## config.mk

```make
export PLATFORM = sky130hd
export DESIGN_NAME = vpu_control
export DESIGN_NICKNAME = d
export VERILOG_FILES = /design/src/verilog/vpu_ucode_pkg.sv /design/src/verilog/vpu_isa_pkg.sv /design/src/verilog/vpu_control.sv /design/src/verilog/lane_alu.sv /design/src/verilog/agu.sv /design/src/verilog/useq.sv /design/src/verilog/ucode_rom.sv /design/src/verilog/inst_decoder.sv
export SDC_FILE = /design/constraint.sdc
export NUM_CORES = 2
export LEC_CHECK = 0
export BUFFER_PORTS_ARGS = -buffer_cell sky130_fd_sc_hd__buf_2
export CORE_ASPECT_RATIO = 1.25
export CORE_MARGIN = 10
export CORE_UTILIZATION = 49
export DETAILED_ROUTE_END_ITERATION = 16
export PLACE_DENSITY = 0.68
export SLEW_MARGIN = 10
export SYNTH_ARGS = -nofsm -noshare
export SYNTH_HDL_FRONTEND = slang
export SYNTH_SLANG_ARGS = --single-unit
export TNS_END_PERCENT = 100
```

## constraint.sdc

```tcl
create_clock -name clk -period 4.25 [get_ports clk]
set_input_delay 0.425 -clock clk [delete_from_list [all_inputs] [get_ports clk]]
set_output_delay 0.425 -clock clk [all_outputs]
set_load 0.02 [all_outputs]
```

## src/verilog/vpu_ucode_pkg.sv

```systemverilog
package vpu_ucode_pkg;

    localparam int UINST_WIDTH = 8;
    localparam int UPC_WIDTH   = 5;
    localparam int UROM_DEPTH  = 32;

    // microinstruction bit positions
    localparam int UF_DONE  = 0;
    localparam int UF_MARK  = 1;
    localparam int UF_LOOP  = 2;
    localparam int UF_ISSUE = 3;
    localparam int UF_CLR   = 4;

    // program entry points
    localparam logic [UPC_WIDTH-1:0] UPC_VEC  = 5'd0;
    localparam logic [UPC_WIDTH-1:0] UPC_FILL = 5'd8;

endpackage

```

## src/verilog/vpu_isa_pkg.sv

```systemverilog
package vpu_isa_pkg;

    localparam int INST_WIDTH = 40;
    localparam int ADDR_WIDTH = 8;
    localparam int DATA_WIDTH = 64;
    localparam int LANE_WIDTH = 16;
    localparam int N_LANES    = 4;
    localparam int LEN_WIDTH  = 6;
    localparam int OP_WIDTH   = 3;

    localparam logic [OP_WIDTH-1:0] OP_VADD = 3'd1;
    localparam logic [OP_WIDTH-1:0] OP_VMUL = 3'd2;
    localparam logic [OP_WIDTH-1:0] OP_FILL = 3'd3;

    // opcode, length and d_base line up in both views
    typedef struct packed {
        logic [OP_WIDTH-1:0]   opcode;
        logic [LEN_WIDTH-1:0]  length;
        logic [ADDR_WIDTH-1:0] d_base;
        logic [ADDR_WIDTH-1:0] a_base;
        logic [ADDR_WIDTH-1:0] b_base;
        logic                  negate;
        logic [INST_WIDTH-OP_WIDTH-LEN_WIDTH-3*ADDR_WIDTH-2:0] spare;
    } inst_vec_t;

    typedef struct packed {
        logic [OP_WIDTH-1:0]   opcode;
        logic [LEN_WIDTH-1:0]  length;
        logic [ADDR_WIDTH-1:0] d_base;
        logic [LANE_WIDTH-1:0] value;
        logic [INST_WIDTH-OP_WIDTH-LEN_WIDTH-ADDR_WIDTH-LANE_WIDTH-1:0] spare;
    } inst_fill_t;

    typedef union packed {
        inst_vec_t  vec;
        inst_fill_t fill;
    } inst_t;

endpackage
```

## src/verilog/vpu_control.sv

```systemverilog
`timescale 1ns/1ps

module vpu_control (
    input  logic                               clk,
    input  logic                               rstn,
    input  vpu_isa_pkg::inst_t                 inst,
    input  logic                               inst_valid,
    input  logic [vpu_isa_pkg::DATA_WIDTH-1:0] rd_data_a,
    input  logic [vpu_isa_pkg::DATA_WIDTH-1:0] rd_data_b,
    output logic                               inst_credit,
    output logic                               finish,
    output logic [vpu_isa_pkg::ADDR_WIDTH-1:0] rd_addr_a,
    output logic [vpu_isa_pkg::ADDR_WIDTH-1:0] rd_addr_b,
    output logic                               wr_en,
    output logic [vpu_isa_pkg::ADDR_WIDTH-1:0] wr_addr,
    output logic [vpu_isa_pkg::DATA_WIDTH-1:0] wr_data
);
    import vpu_isa_pkg::*;
    import vpu_ucode_pkg::*;

    logic                   start;
    logic                   prog_done;
    logic                   busy;
    logic                   negate;
    logic                   issue;
    logic                   clr;
    logic                   wr_step;
    logic [OP_WIDTH-1:0]    op;
    logic [LEN_WIDTH-1:0]   length;
    logic [LANE_WIDTH-1:0]  fill_const;
    logic [ADDR_WIDTH-1:0]  a_base;
    logic [ADDR_WIDTH-1:0]  b_base;
    logic [ADDR_WIDTH-1:0]  d_base;
    logic [UPC_WIDTH-1:0]   upc_entry;
    logic [UPC_WIDTH-1:0]   upc;
    logic [UINST_WIDTH-1:0] uinst;

    inst_decoder u_dec (
        .clk(clk), .rstn(rstn), .inst(inst), .inst_valid(inst_valid),
        .prog_done(prog_done), .busy(busy), .inst_credit(inst_credit),
        .finish(finish), .start(start), .op(op), .length(length),
        .negate(negate), .fill_const(fill_const), .a_base(a_base),
        .b_base(b_base), .d_base(d_base), .upc_entry(upc_entry)
    );

    ucode_rom u_rom (.clk(clk), .upc(upc), .uinst(uinst));

    useq u_seq (
        .clk(clk), .rstn(rstn), .start(start), .upc_entry(upc_entry),
        .length(length), .uinst(uinst), .upc(upc), .issue(issue),
        .clr(clr), .prog_done(prog_done)
    );

    agu u_agu (
        .clk(clk), .rstn(rstn), .clr(clr), .issue(issue), .wr_step(wr_step),
        .a_base(a_base), .b_base(b_base), .d_base(d_base),
        .rd_addr_a(rd_addr_a), .rd_addr_b(rd_addr_b), .wr_addr(wr_addr)
    );

    lane_alu u_alu (
        .clk(clk), .rstn(rstn), .issue(issue), .op(op), .negate(negate),
        .fill_const(fill_const), .rd_data_a(rd_data_a), .rd_data_b(rd_data_b),
        .wr_en(wr_en), .wr_data(wr_data), .wr_step(wr_step), .busy(busy)
    );

endmodule

```

## src/verilog/lane_alu.sv

```systemverilog
`timescale 1ns/1ps

module lane_alu (
    input  logic                               clk,
    input  logic                               rstn,
    input  logic                               issue,
    input  logic [vpu_isa_pkg::OP_WIDTH-1:0]   op,
    input  logic                               negate,
    input  logic [vpu_isa_pkg::LANE_WIDTH-1:0] fill_const,
    input  logic [vpu_isa_pkg::DATA_WIDTH-1:0] rd_data_a,
    input  logic [vpu_isa_pkg::DATA_WIDTH-1:0] rd_data_b,
    output logic                               wr_en,
    output logic [vpu_isa_pkg::DATA_WIDTH-1:0] wr_data,
    output logic                               wr_step,
    output logic                               busy
);
    import vpu_isa_pkg::*;

    logic                  s1_valid;
    logic                  s2_valid;
    logic [DATA_WIDTH-1:0] result;
    logic [LANE_WIDTH-1:0] a_lane;
    logic [LANE_WIDTH-1:0] b_lane;
    logic [LANE_WIDTH-1:0] r_lane;

    // read data is valid in stage 1
    always_comb begin
        result = '0;
        a_lane = '0;
        b_lane = '0;
        r_lane = '0;
        for (int i = 0; i < N_LANES; i++) begin
            a_lane = rd_data_a[i*LANE_WIDTH +: LANE_WIDTH];
            b_lane = rd_data_b[i*LANE_WIDTH +: LANE_WIDTH];
            case (op)
                OP_VADD: r_lane = a_lane + b_lane;
                OP_VMUL: r_lane = a_lane * b_lane;
                OP_FILL: r_lane = fill_const;
                default: r_lane = '0;
            endcase
            if (negate) begin
                r_lane = -r_lane;
            end
            result[i*LANE_WIDTH +: LANE_WIDTH] = r_lane;
        end
    end

    always_ff @(posedge clk or negedge rstn) begin
        if (!rstn) begin
            s1_valid <= 1'b0;
            s2_valid <= 1'b0;
        end else begin
            s1_valid <= issue;
            s2_valid <= s1_valid;
        end
    end

    always_ff @(posedge clk) begin
        if (s1_valid) begin
            wr_data <= result;
        end
    end

    assign wr_en   = s2_valid;
    assign wr_step = s2_valid;
    assign busy    = s1_valid || s2_valid;

    // lane settings hold while words are in flight
    a_cfg_stable: assert property (@(posedge clk) disable iff (!rstn)
        busy |-> $stable(op) && $stable(negate) && $stable(fill_const));

endmodule

```

## src/verilog/agu.sv

```systemverilog
`timescale 1ns/1ps

module agu (
    input  logic                               clk,
    input  logic                               rstn,
    input  logic                               clr,
    input  logic                               issue,
    input  logic                               wr_step,
    input  logic [vpu_isa_pkg::ADDR_WIDTH-1:0] a_base,
    input  logic [vpu_isa_pkg::ADDR_WIDTH-1:0] b_base,
    input  logic [vpu_isa_pkg::ADDR_WIDTH-1:0] d_base,
    output logic [vpu_isa_pkg::ADDR_WIDTH-1:0] rd_addr_a,
    output logic [vpu_isa_pkg::ADDR_WIDTH-1:0] rd_addr_b,
    output logic [vpu_isa_pkg::ADDR_WIDTH-1:0] wr_addr
);

    // source counters step with each issued word
    always_ff @(posedge clk or negedge rstn) begin
        if (!rstn) begin
            rd_addr_a <= '0;
            rd_addr_b <= '0;
        end else if (clr) begin
            rd_addr_a <= a_base;
            rd_addr_b <= b_base;
        end else if (issue) begin
            rd_addr_a <= rd_addr_a + 1'b1;
            rd_addr_b <= rd_addr_b + 1'b1;
        end
    end

    // destination trails by two cycles, stepped by the write strobe
    always_ff @(posedge clk or negedge rstn) begin
        if (!rstn) begin
            wr_addr <= '0;
        end else if (clr) begin
            wr_addr <= d_base;
        end else if (wr_step) begin
            wr_addr <= wr_addr + 1'b1;
        end
    end

endmodule

```

## src/verilog/useq.sv

```systemverilog
`timescale 1ns/1ps

module useq (
    input  logic                                   clk,
    input  logic                                   rstn,
    input  logic                                   start,
    input  logic [vpu_ucode_pkg::UPC_WIDTH-1:0]    upc_entry,
    input  logic [vpu_isa_pkg::LEN_WIDTH-1:0]      length,
    input  logic [vpu_ucode_pkg::UINST_WIDTH-1:0]  uinst,
    output logic [vpu_ucode_pkg::UPC_WIDTH-1:0]    upc,
    output logic                                   issue,
    output logic                                   clr,
    output logic                                   prog_done
);
    import vpu_isa_pkg::*;
    import vpu_ucode_pkg::*;

    logic [UPC_WIDTH-1:0] cur_pc;
    logic [UPC_WIDTH-1:0] mark_q;
    logic [LEN_WIDTH-1:0] loop_cnt;
    logic                 running;
    logic                 done_q;
    logic                 take_loop;

    // uinst is the word at cur_pc, so upc is the next address
    assign take_loop = running && uinst[UF_LOOP] && (loop_cnt != 1);

    always_comb begin
        if (start) begin
            upc = upc_entry;
        end else if (!running || uinst[UF_DONE]) begin
            upc = cur_pc;
        end else if (take_loop) begin
            upc = mark_q;
        end else begin
            upc = cur_pc + 1'b1;
        end
    end

    always_ff @(posedge clk or negedge rstn) begin
        if (!rstn) begin
            cur_pc   <= '0;
            mark_q   <= '0;
            loop_cnt <= '0;
            running  <= 1'b0;
            done_q   <= 1'b0;
        end else begin
            cur_pc <= upc;
            if (start) begin
                running  <= 1'b1;
                done_q   <= 1'b0;
                loop_cnt <= length;
            end else if (running) begin
                if (uinst[UF_DONE]) begin
                    running <= 1'b0;
                    done_q  <= 1'b1;
                end
                if (uinst[UF_MARK]) begin
                    mark_q <= cur_pc + 1'b1;
                end
                if (take_loop) begin
                    loop_cnt <= loop_cnt - 1'b1;
                end
            end
        end
    end

    assign issue     = running && uinst[UF_ISSUE];
    assign clr       = running && uinst[UF_CLR];
    assign prog_done = done_q;

    // each program ends in done before stepping off the ROM
    a_upc_range: assert property (@(posedge clk) disable iff (!rstn)
        running && !uinst[UF_DONE] |-> int'(cur_pc) + 1 < UROM_DEPTH);

endmodule

```

## src/verilog/ucode_rom.sv

```systemverilog
`timescale 1ns/1ps

module ucode_rom (
    input  logic                                   clk,
    input  logic [vpu_ucode_pkg::UPC_WIDTH-1:0]    upc,
    output logic [vpu_ucode_pkg::UINST_WIDTH-1:0]  uinst
);
    import vpu_ucode_pkg::*;

    logic [UINST_WIDTH-1:0] rom_word;

    always_comb begin
        rom_word = '0;
        case (upc)
            // vector program
            UPC_VEC:         rom_word[UF_CLR]  = 1'b1;
            UPC_VEC + 5'd1:  rom_word[UF_MARK] = 1'b1;
            UPC_VEC + 5'd2: begin
                rom_word[UF_ISSUE] = 1'b1;
                rom_word[UF_LOOP]  = 1'b1;
            end
            UPC_VEC + 5'd3:  rom_word[UF_DONE] = 1'b1;
            // fill program
            UPC_FILL:        rom_word[UF_CLR]  = 1'b1;
            UPC_FILL + 5'd1: rom_word[UF_MARK] = 1'b1;
            UPC_FILL + 5'd2: begin
                rom_word[UF_ISSUE] = 1'b1;
                rom_word[UF_LOOP]  = 1'b1;
            end
            UPC_FILL + 5'd3: rom_word[UF_DONE] = 1'b1;
            // unused words stop the sequencer
            default:         rom_word[UF_DONE] = 1'b1;
        endcase
    end

    always_ff @(posedge clk) begin
        uinst <= rom_word;
    end

endmodule

```

## src/verilog/inst_decoder.sv

```systemverilog
`timescale 1ns/1ps

module inst_decoder (
    input  logic                                 clk,
    input  logic                                 rstn,
    input  vpu_isa_pkg::inst_t                   inst,
    input  logic                                 inst_valid,
    input  logic                                 prog_done,
    input  logic                                 busy,
    output logic                                 inst_credit,
    output logic                                 finish,
    output logic                                 start,
    output logic [vpu_isa_pkg::OP_WIDTH-1:0]     op,
    output logic [vpu_isa_pkg::LEN_WIDTH-1:0]    length,
    output logic                                 negate,
    output logic [vpu_isa_pkg::LANE_WIDTH-1:0]   fill_const,
    output logic [vpu_isa_pkg::ADDR_WIDTH-1:0]   a_base,
    output logic [vpu_isa_pkg::ADDR_WIDTH-1:0]   b_base,
    output logic [vpu_isa_pkg::ADDR_WIDTH-1:0]   d_base,
    output logic [vpu_ucode_pkg::UPC_WIDTH-1:0] upc_entry
);
    import vpu_isa_pkg::*;
    import vpu_ucode_pkg::*;

    inst_t slot_q;
    inst_t inst_q;
    logic  slot_full;
    logic  decoding;
    logic  executing;
    logic  dec_cnt;
    logic  fetch_go;
    logic  is_fill;

    // fetch is the state with neither decode nor execute active
    assign fetch_go = !decoding && !executing && slot_full;
    assign is_fill  = (inst_q.vec.opcode == OP_FILL);
    // prog_done from the previous program is still visible in the start cycle
    assign finish   = executing && !start && prog_done && !busy;

    always_ff @(posedge clk or negedge rstn) begin
        if (!rstn) begin
            slot_full   <= 1'b0;
            decoding    <= 1'b0;
            executing   <= 1'b0;
            dec_cnt     <= 1'b0;
            inst_credit <= 1'b0;
            start       <= 1'b0;
        end else begin
            slot_full   <= inst_valid || (slot_full && !fetch_go);
            inst_credit <= fetch_go;
            start       <= decoding && dec_cnt;
            if (fetch_go) begin
                decoding <= 1'b1;
                dec_cnt  <= 1'b0;
            end else if (decoding) begin
                dec_cnt <= 1'b1;
                if (dec_cnt) begin
                    decoding  <= 1'b0;
                    executing <= 1'b1;
                end
            end else if (finish) begin
                executing <= 1'b0;
            end
        end
    end

    always_ff @(posedge clk) begin
        if (inst_valid) begin
            slot_q <= inst;
        end
        if (fetch_go) begin
            inst_q <= slot_q;
        end
    end

    // first decode cycle picks the view by opcode
    always_ff @(posedge clk or negedge rstn) begin
        if (!rstn) begin
            op        <= '0;
            length    <= '0;
            negate    <= 1'b0;
            upc_entry <= '0;
        end else if (decoding && !dec_cnt) begin
            op        <= inst_q.vec.opcode;
            length    <= inst_q.vec.length;
            negate    <= is_fill ? 1'b0 : inst_q.vec.negate;
            upc_entry <= is_fill ? UPC_FILL : UPC_VEC;
        end
    end

    always_ff @(posedge clk) begin
        if (decoding && !dec_cnt) begin
            d_base     <= inst_q.vec.d_base;
            a_base     <= is_fill ? '0 : inst_q.vec.a_base;
            b_base     <= is_fill ? '0 : inst_q.vec.b_base;
            fill_const <= is_fill ? inst_q.fill.value : '0;
        end
    end

    // host only sends while holding the single credit
    a_no_overrun: assert property (@(posedge clk) disable iff (!rstn)
        inst_valid |-> !slot_full);

    a_len_nonzero: assert property (@(posedge clk) disable iff (!rstn)
        start |-> length != '0);

endmodule

```

==> key figures <==
CTS
  – Worst-Skew Late Latency: 580 ps
  – Clock sink total: 237
  – Clock Tree Root: clkbuf_16
  – Cts bufs inserted: 26
  – Clock Path Buffers: 3
  – CTS tree: done
  – Clk slew on worst S/H paths: around 60 ps
  – H-tree depth: 1

Synthesis
  – Yosys reg bits: 237
  – Post-Syn Area: 29,450 sq um
  – Ys Warns: 0
  – Main flop type after synthesis: edfxtp_1
  – Cell taking the most area after synthesis: fa_1
  – Area contributors post-synth: fa_1 22%, edfxtp_1 18%, ha_1 11%
  – Register area share after synthesis: between 20% and 30%
  – Top cell type's share of synthesized area: between 20% and 30%
  – Number of enable flip-flop cells after synthesis: approximately 170
  – Fraction of registers with async set or reset after synthesis: about a quarter
  – Post-Syn Instances: approximately 3,100
  – Post-synth cell types: roughly 80
  – Syn nets: ~4,000
  – Syn_area_per_cell: ~9.4 sq um

Detailed routing
  – Pre-antenna DRT Iters: 6
  – Total number of vias: 24,770
  – Drt drc: 0
  – Initial drt markers: between 1,500 and 2,000
  – DR top layer: met5
  – Routed metal-1 wirelength: roughly 37 mm
  – Via density: roughly 5.4
  – DR WL met3: 5.596 mm
  – Post-DRT Antenna Nets: 0
  – Final WL: slightly above 90 mm
  – Avg WL per Cell: 19.92 um
  – Met2 wire length: approximately 46 mm

Floorplan
  – Die Y: between 200 and 300 um
  – Die Area: between 70,000 and 80,000 sq um
  – Die X: 239.3 um
  – Core area: a little under 60,000 sq um
  – IO Pins: roughly 260
  – Initial Utilization: approximately half
  – Site row count: 100

Placed design
  – Dpl ws: -1877 ps
  – Area of placed instances: roughly 35,000 sq um
  – Hpwl dp: between 70 and 80 mm
  – Gpl congestion: 0.9510
  – Port bufs: between 200 and 300

Outcome
  – Failing checks: negative setup slack
  – Status: finished, violations left

STA
  – Post-route setup slack: -1075 ps
  – RSZ-0062 raised after global routing: yes
  – Setup violations, final: 35
  – Fin Hold WS: ~21 ps
  – Final setup TNS: -23,730 ps
  – Final clock period utilization by the worst path: 125.3%
  – Final Skew: 32.64 ps
  – Worst-Margin Slew: roughly 1200 ps
  – Post-route minimum period: between 5000 and 6000 ps
  – Final Max Tran Viols: 0
  – Achievable Freq: 0.1878 GHz
  – Slew margin rel.: a little over a fifth
  – Hold Fails Final Rpt: 0

Worst setup path
  – R2R Path Start: u_dec.op[0]
  – Crit. End Element: flip-flop
  – Startpoint class of the critical path: input port
  – Reg2Reg Depth: 10
  – FF-to-FF End: u_alu.wr_data[14]
  – Cell family with most CP delay: adder cells
  – CP max FO: 4
  – Crit. path cell count: 22
  – Cells along the critical path: buf_12 -> buf_4 -> and2_1 -> fa_1 -> inv_1 -> fa_1 -> fa_1 -> fa_1 -> inv_1 -> fa_1 -> inv_1 -> fa_1 -> inv_1 -> ha_4 -> inv_1 -> o21bai_1 -> a41oi_2 -> xor2_1 -> o221ai_2 -> buf_4 -> o41ai_4 -> xnor2_2
  – Bufs and invs on worst path: 8
  – CP peak stage delay: roughly 510 ps
  – Reg2reg setup slack: 490 ps
  – Critical path class: input port to flip-flop
  – Most used cell, CP: fa_1
  – CP Data Required Time: ~4500 ps
  – Arr. time, crit path: 5590 ps
  – Slowest-stage cell, CP: fa_1

GRT
  – Grt ovf: 0
  – GRT Overall Usage: between 20% and 30%
  – Number of antenna violations at the first check in global routing: 5
  – Vias in the first global route: 26,040
  – Pin count of the biggest net entering global routing: 66
  – First-pass GRT wire length: between 100 and 150 mm

Cells and area
  – Synthesis-to-finish area growth: 31.75%
  – Most frequent cells in the layout: 439 x inv_1, 413 x buf_4, 320 x nand2_1, 308 x fa_1, 301 x and2_1
  – ANT cells: 0
  – Layout cell share with drive strength beyond 1: 30.70%
  – Fin nets: ~4,600
  – Fill cells: approximately 4,700
  – Design Area, Final: slightly below 40,000 sq um
  – Commonest non-fill, non-tap cell in the layout: inv_1

Run
  – Max Cap Viol: 0

Hold path
  – HP Class: input port to flip-flop
  – Hold Path Stages: 1
  – Hold wc startpoint: inst[10]
  – Hold EP: u_dec.slot_q[10]

Power and ir drop
  – Seq pwr share: between 10% and 20%
  – Combinational share of power: 78.7%
  – VDD IR max: about 0.59 mV
  – P_int: around 16 mW
  – Clock network power share: 7.3%
  – Psw: roughly 14 mW
  – P_leak: 17.67 nW
  – Power density cells: 787.6 nW/um^2
  – Switch share: between 40% and 50%
[synthesized netlist by cell type, drive strengths merged (20+ instances only)]
cell,number
a211oi,36
a21o,27
a21oi,83
and2,353
clkbuf,85
dfrtp,61
edfxtp,172
fa,324
ha,266
inv,492
mux2i,20
nand2,344
nand2b,24
nand3,32
nor2,93
nor2b,33
nor3,29
o21ai,156
xnor2,180
xor2,85
[cell families after synthesis]
logic type,synth area share [%]
AND/OR/NAND/NOR,17.25
adder cells (fa/ha/maj),33.32
buffers and inverters,7.710
AO/OA/AOI/OAI,9.715
XOR/XNOR,7.880
flip-flops,22.99
multiplexers,1.138
[routing by layer]
layer	track usage, %	vias to the layer above
li1	-	11540
met1	31.97	12160
met2	44.41	841
met3	3.466	222
met4	9.719	10
met5	0	-
[area by class of cell]
| type | instances | area (sq um) | area share, % |
|---|---|---|---|
| clock buffer | 34 | 690.7 | 1.780 |
| clock inverter | 14 | 130.1 | 0.3353 |
| inverter | 493 | 1853 | 4.775 |
| multi-input combinational | 2321 | 22650 | 58.36 |
| sequential | 237 | 6778 | 17.47 |
| tap | 765 | 957.2 | 2.466 |
| timing repair buffer | 738 | 5749 | 14.81 |
[registers in the layout, summed over array words and instances (netlist names), 3 cells and up]
signal and cells:
u_agu.rd_addr_a 8, u_agu.rd_addr_b 8, u_agu.wr_addr 8, u_alu.wr_data 64, u_dec.a_base 8, u_dec.b_base 8, u_dec.d_base 8, u_dec.fill_const 16
u_dec.inst_q 34, u_dec.length 6, u_dec.op 3, u_dec.slot_q 34, u_rom.uinst 4, u_seq.cur_pc 5, u_seq.loop_cnt 6, u_seq.mark_q 5
[what timing repair did]
| item | in CTS | in global routing |
|---|---|---|
| hold endpoints to repair | 34 | 0 |
| pin swaps | 140 | 125 |
| gates resized for setup | 302 | 213 |
| setup endpoints to repair | 37 | 39 |
| setup buffers | 35 | 30 |
| hold buffers | 9 | 0 |
| cloned | 0 | 3 |
[power by group through the flow]
stage,Sequential (mW),Combinational [mW],Clock [mW]
after global routing,4.38,26.1,2.34
after floorplan,4.48,13.1,0
after global placement,4.27,19.9,0
after CTS,4.26,22.1,2.27
after detailed placement,4.28,20.2,0
final,4.28,24.1,2.22
[per-stage QoR]
step	cells	total power, mW	util [%]
2_1_floorplan	3143	17.62	-
3_3_place_gp	4491	24.14	59.16
3_5_place_dp	4491	24.43	59.16
4_1_cts	4575	28.62	63.23
5_1_grt	4602	32.85	65.16
6_report	4602	30.57	65.16
[how the worst max path moves through the flow]
stage	startpoint	endpoint	slack (ps)
global placement	rd_data_b[1]	u_alu.wr_data[15]	-1760
floorplan	rd_data_a[4]	u_alu.wr_data[14]	-1470
finish	rd_data_a[21]	u_alu.wr_data[29]	-1070
CTS	rd_data_a[21]	u_alu.wr_data[31]	-1120
global route	rd_data_a[21]	u_alu.wr_data[29]	-1230
detailed placement	rd_data_b[1]	u_alu.wr_data[15]	-1880
(Power assumes the default switching activity.)
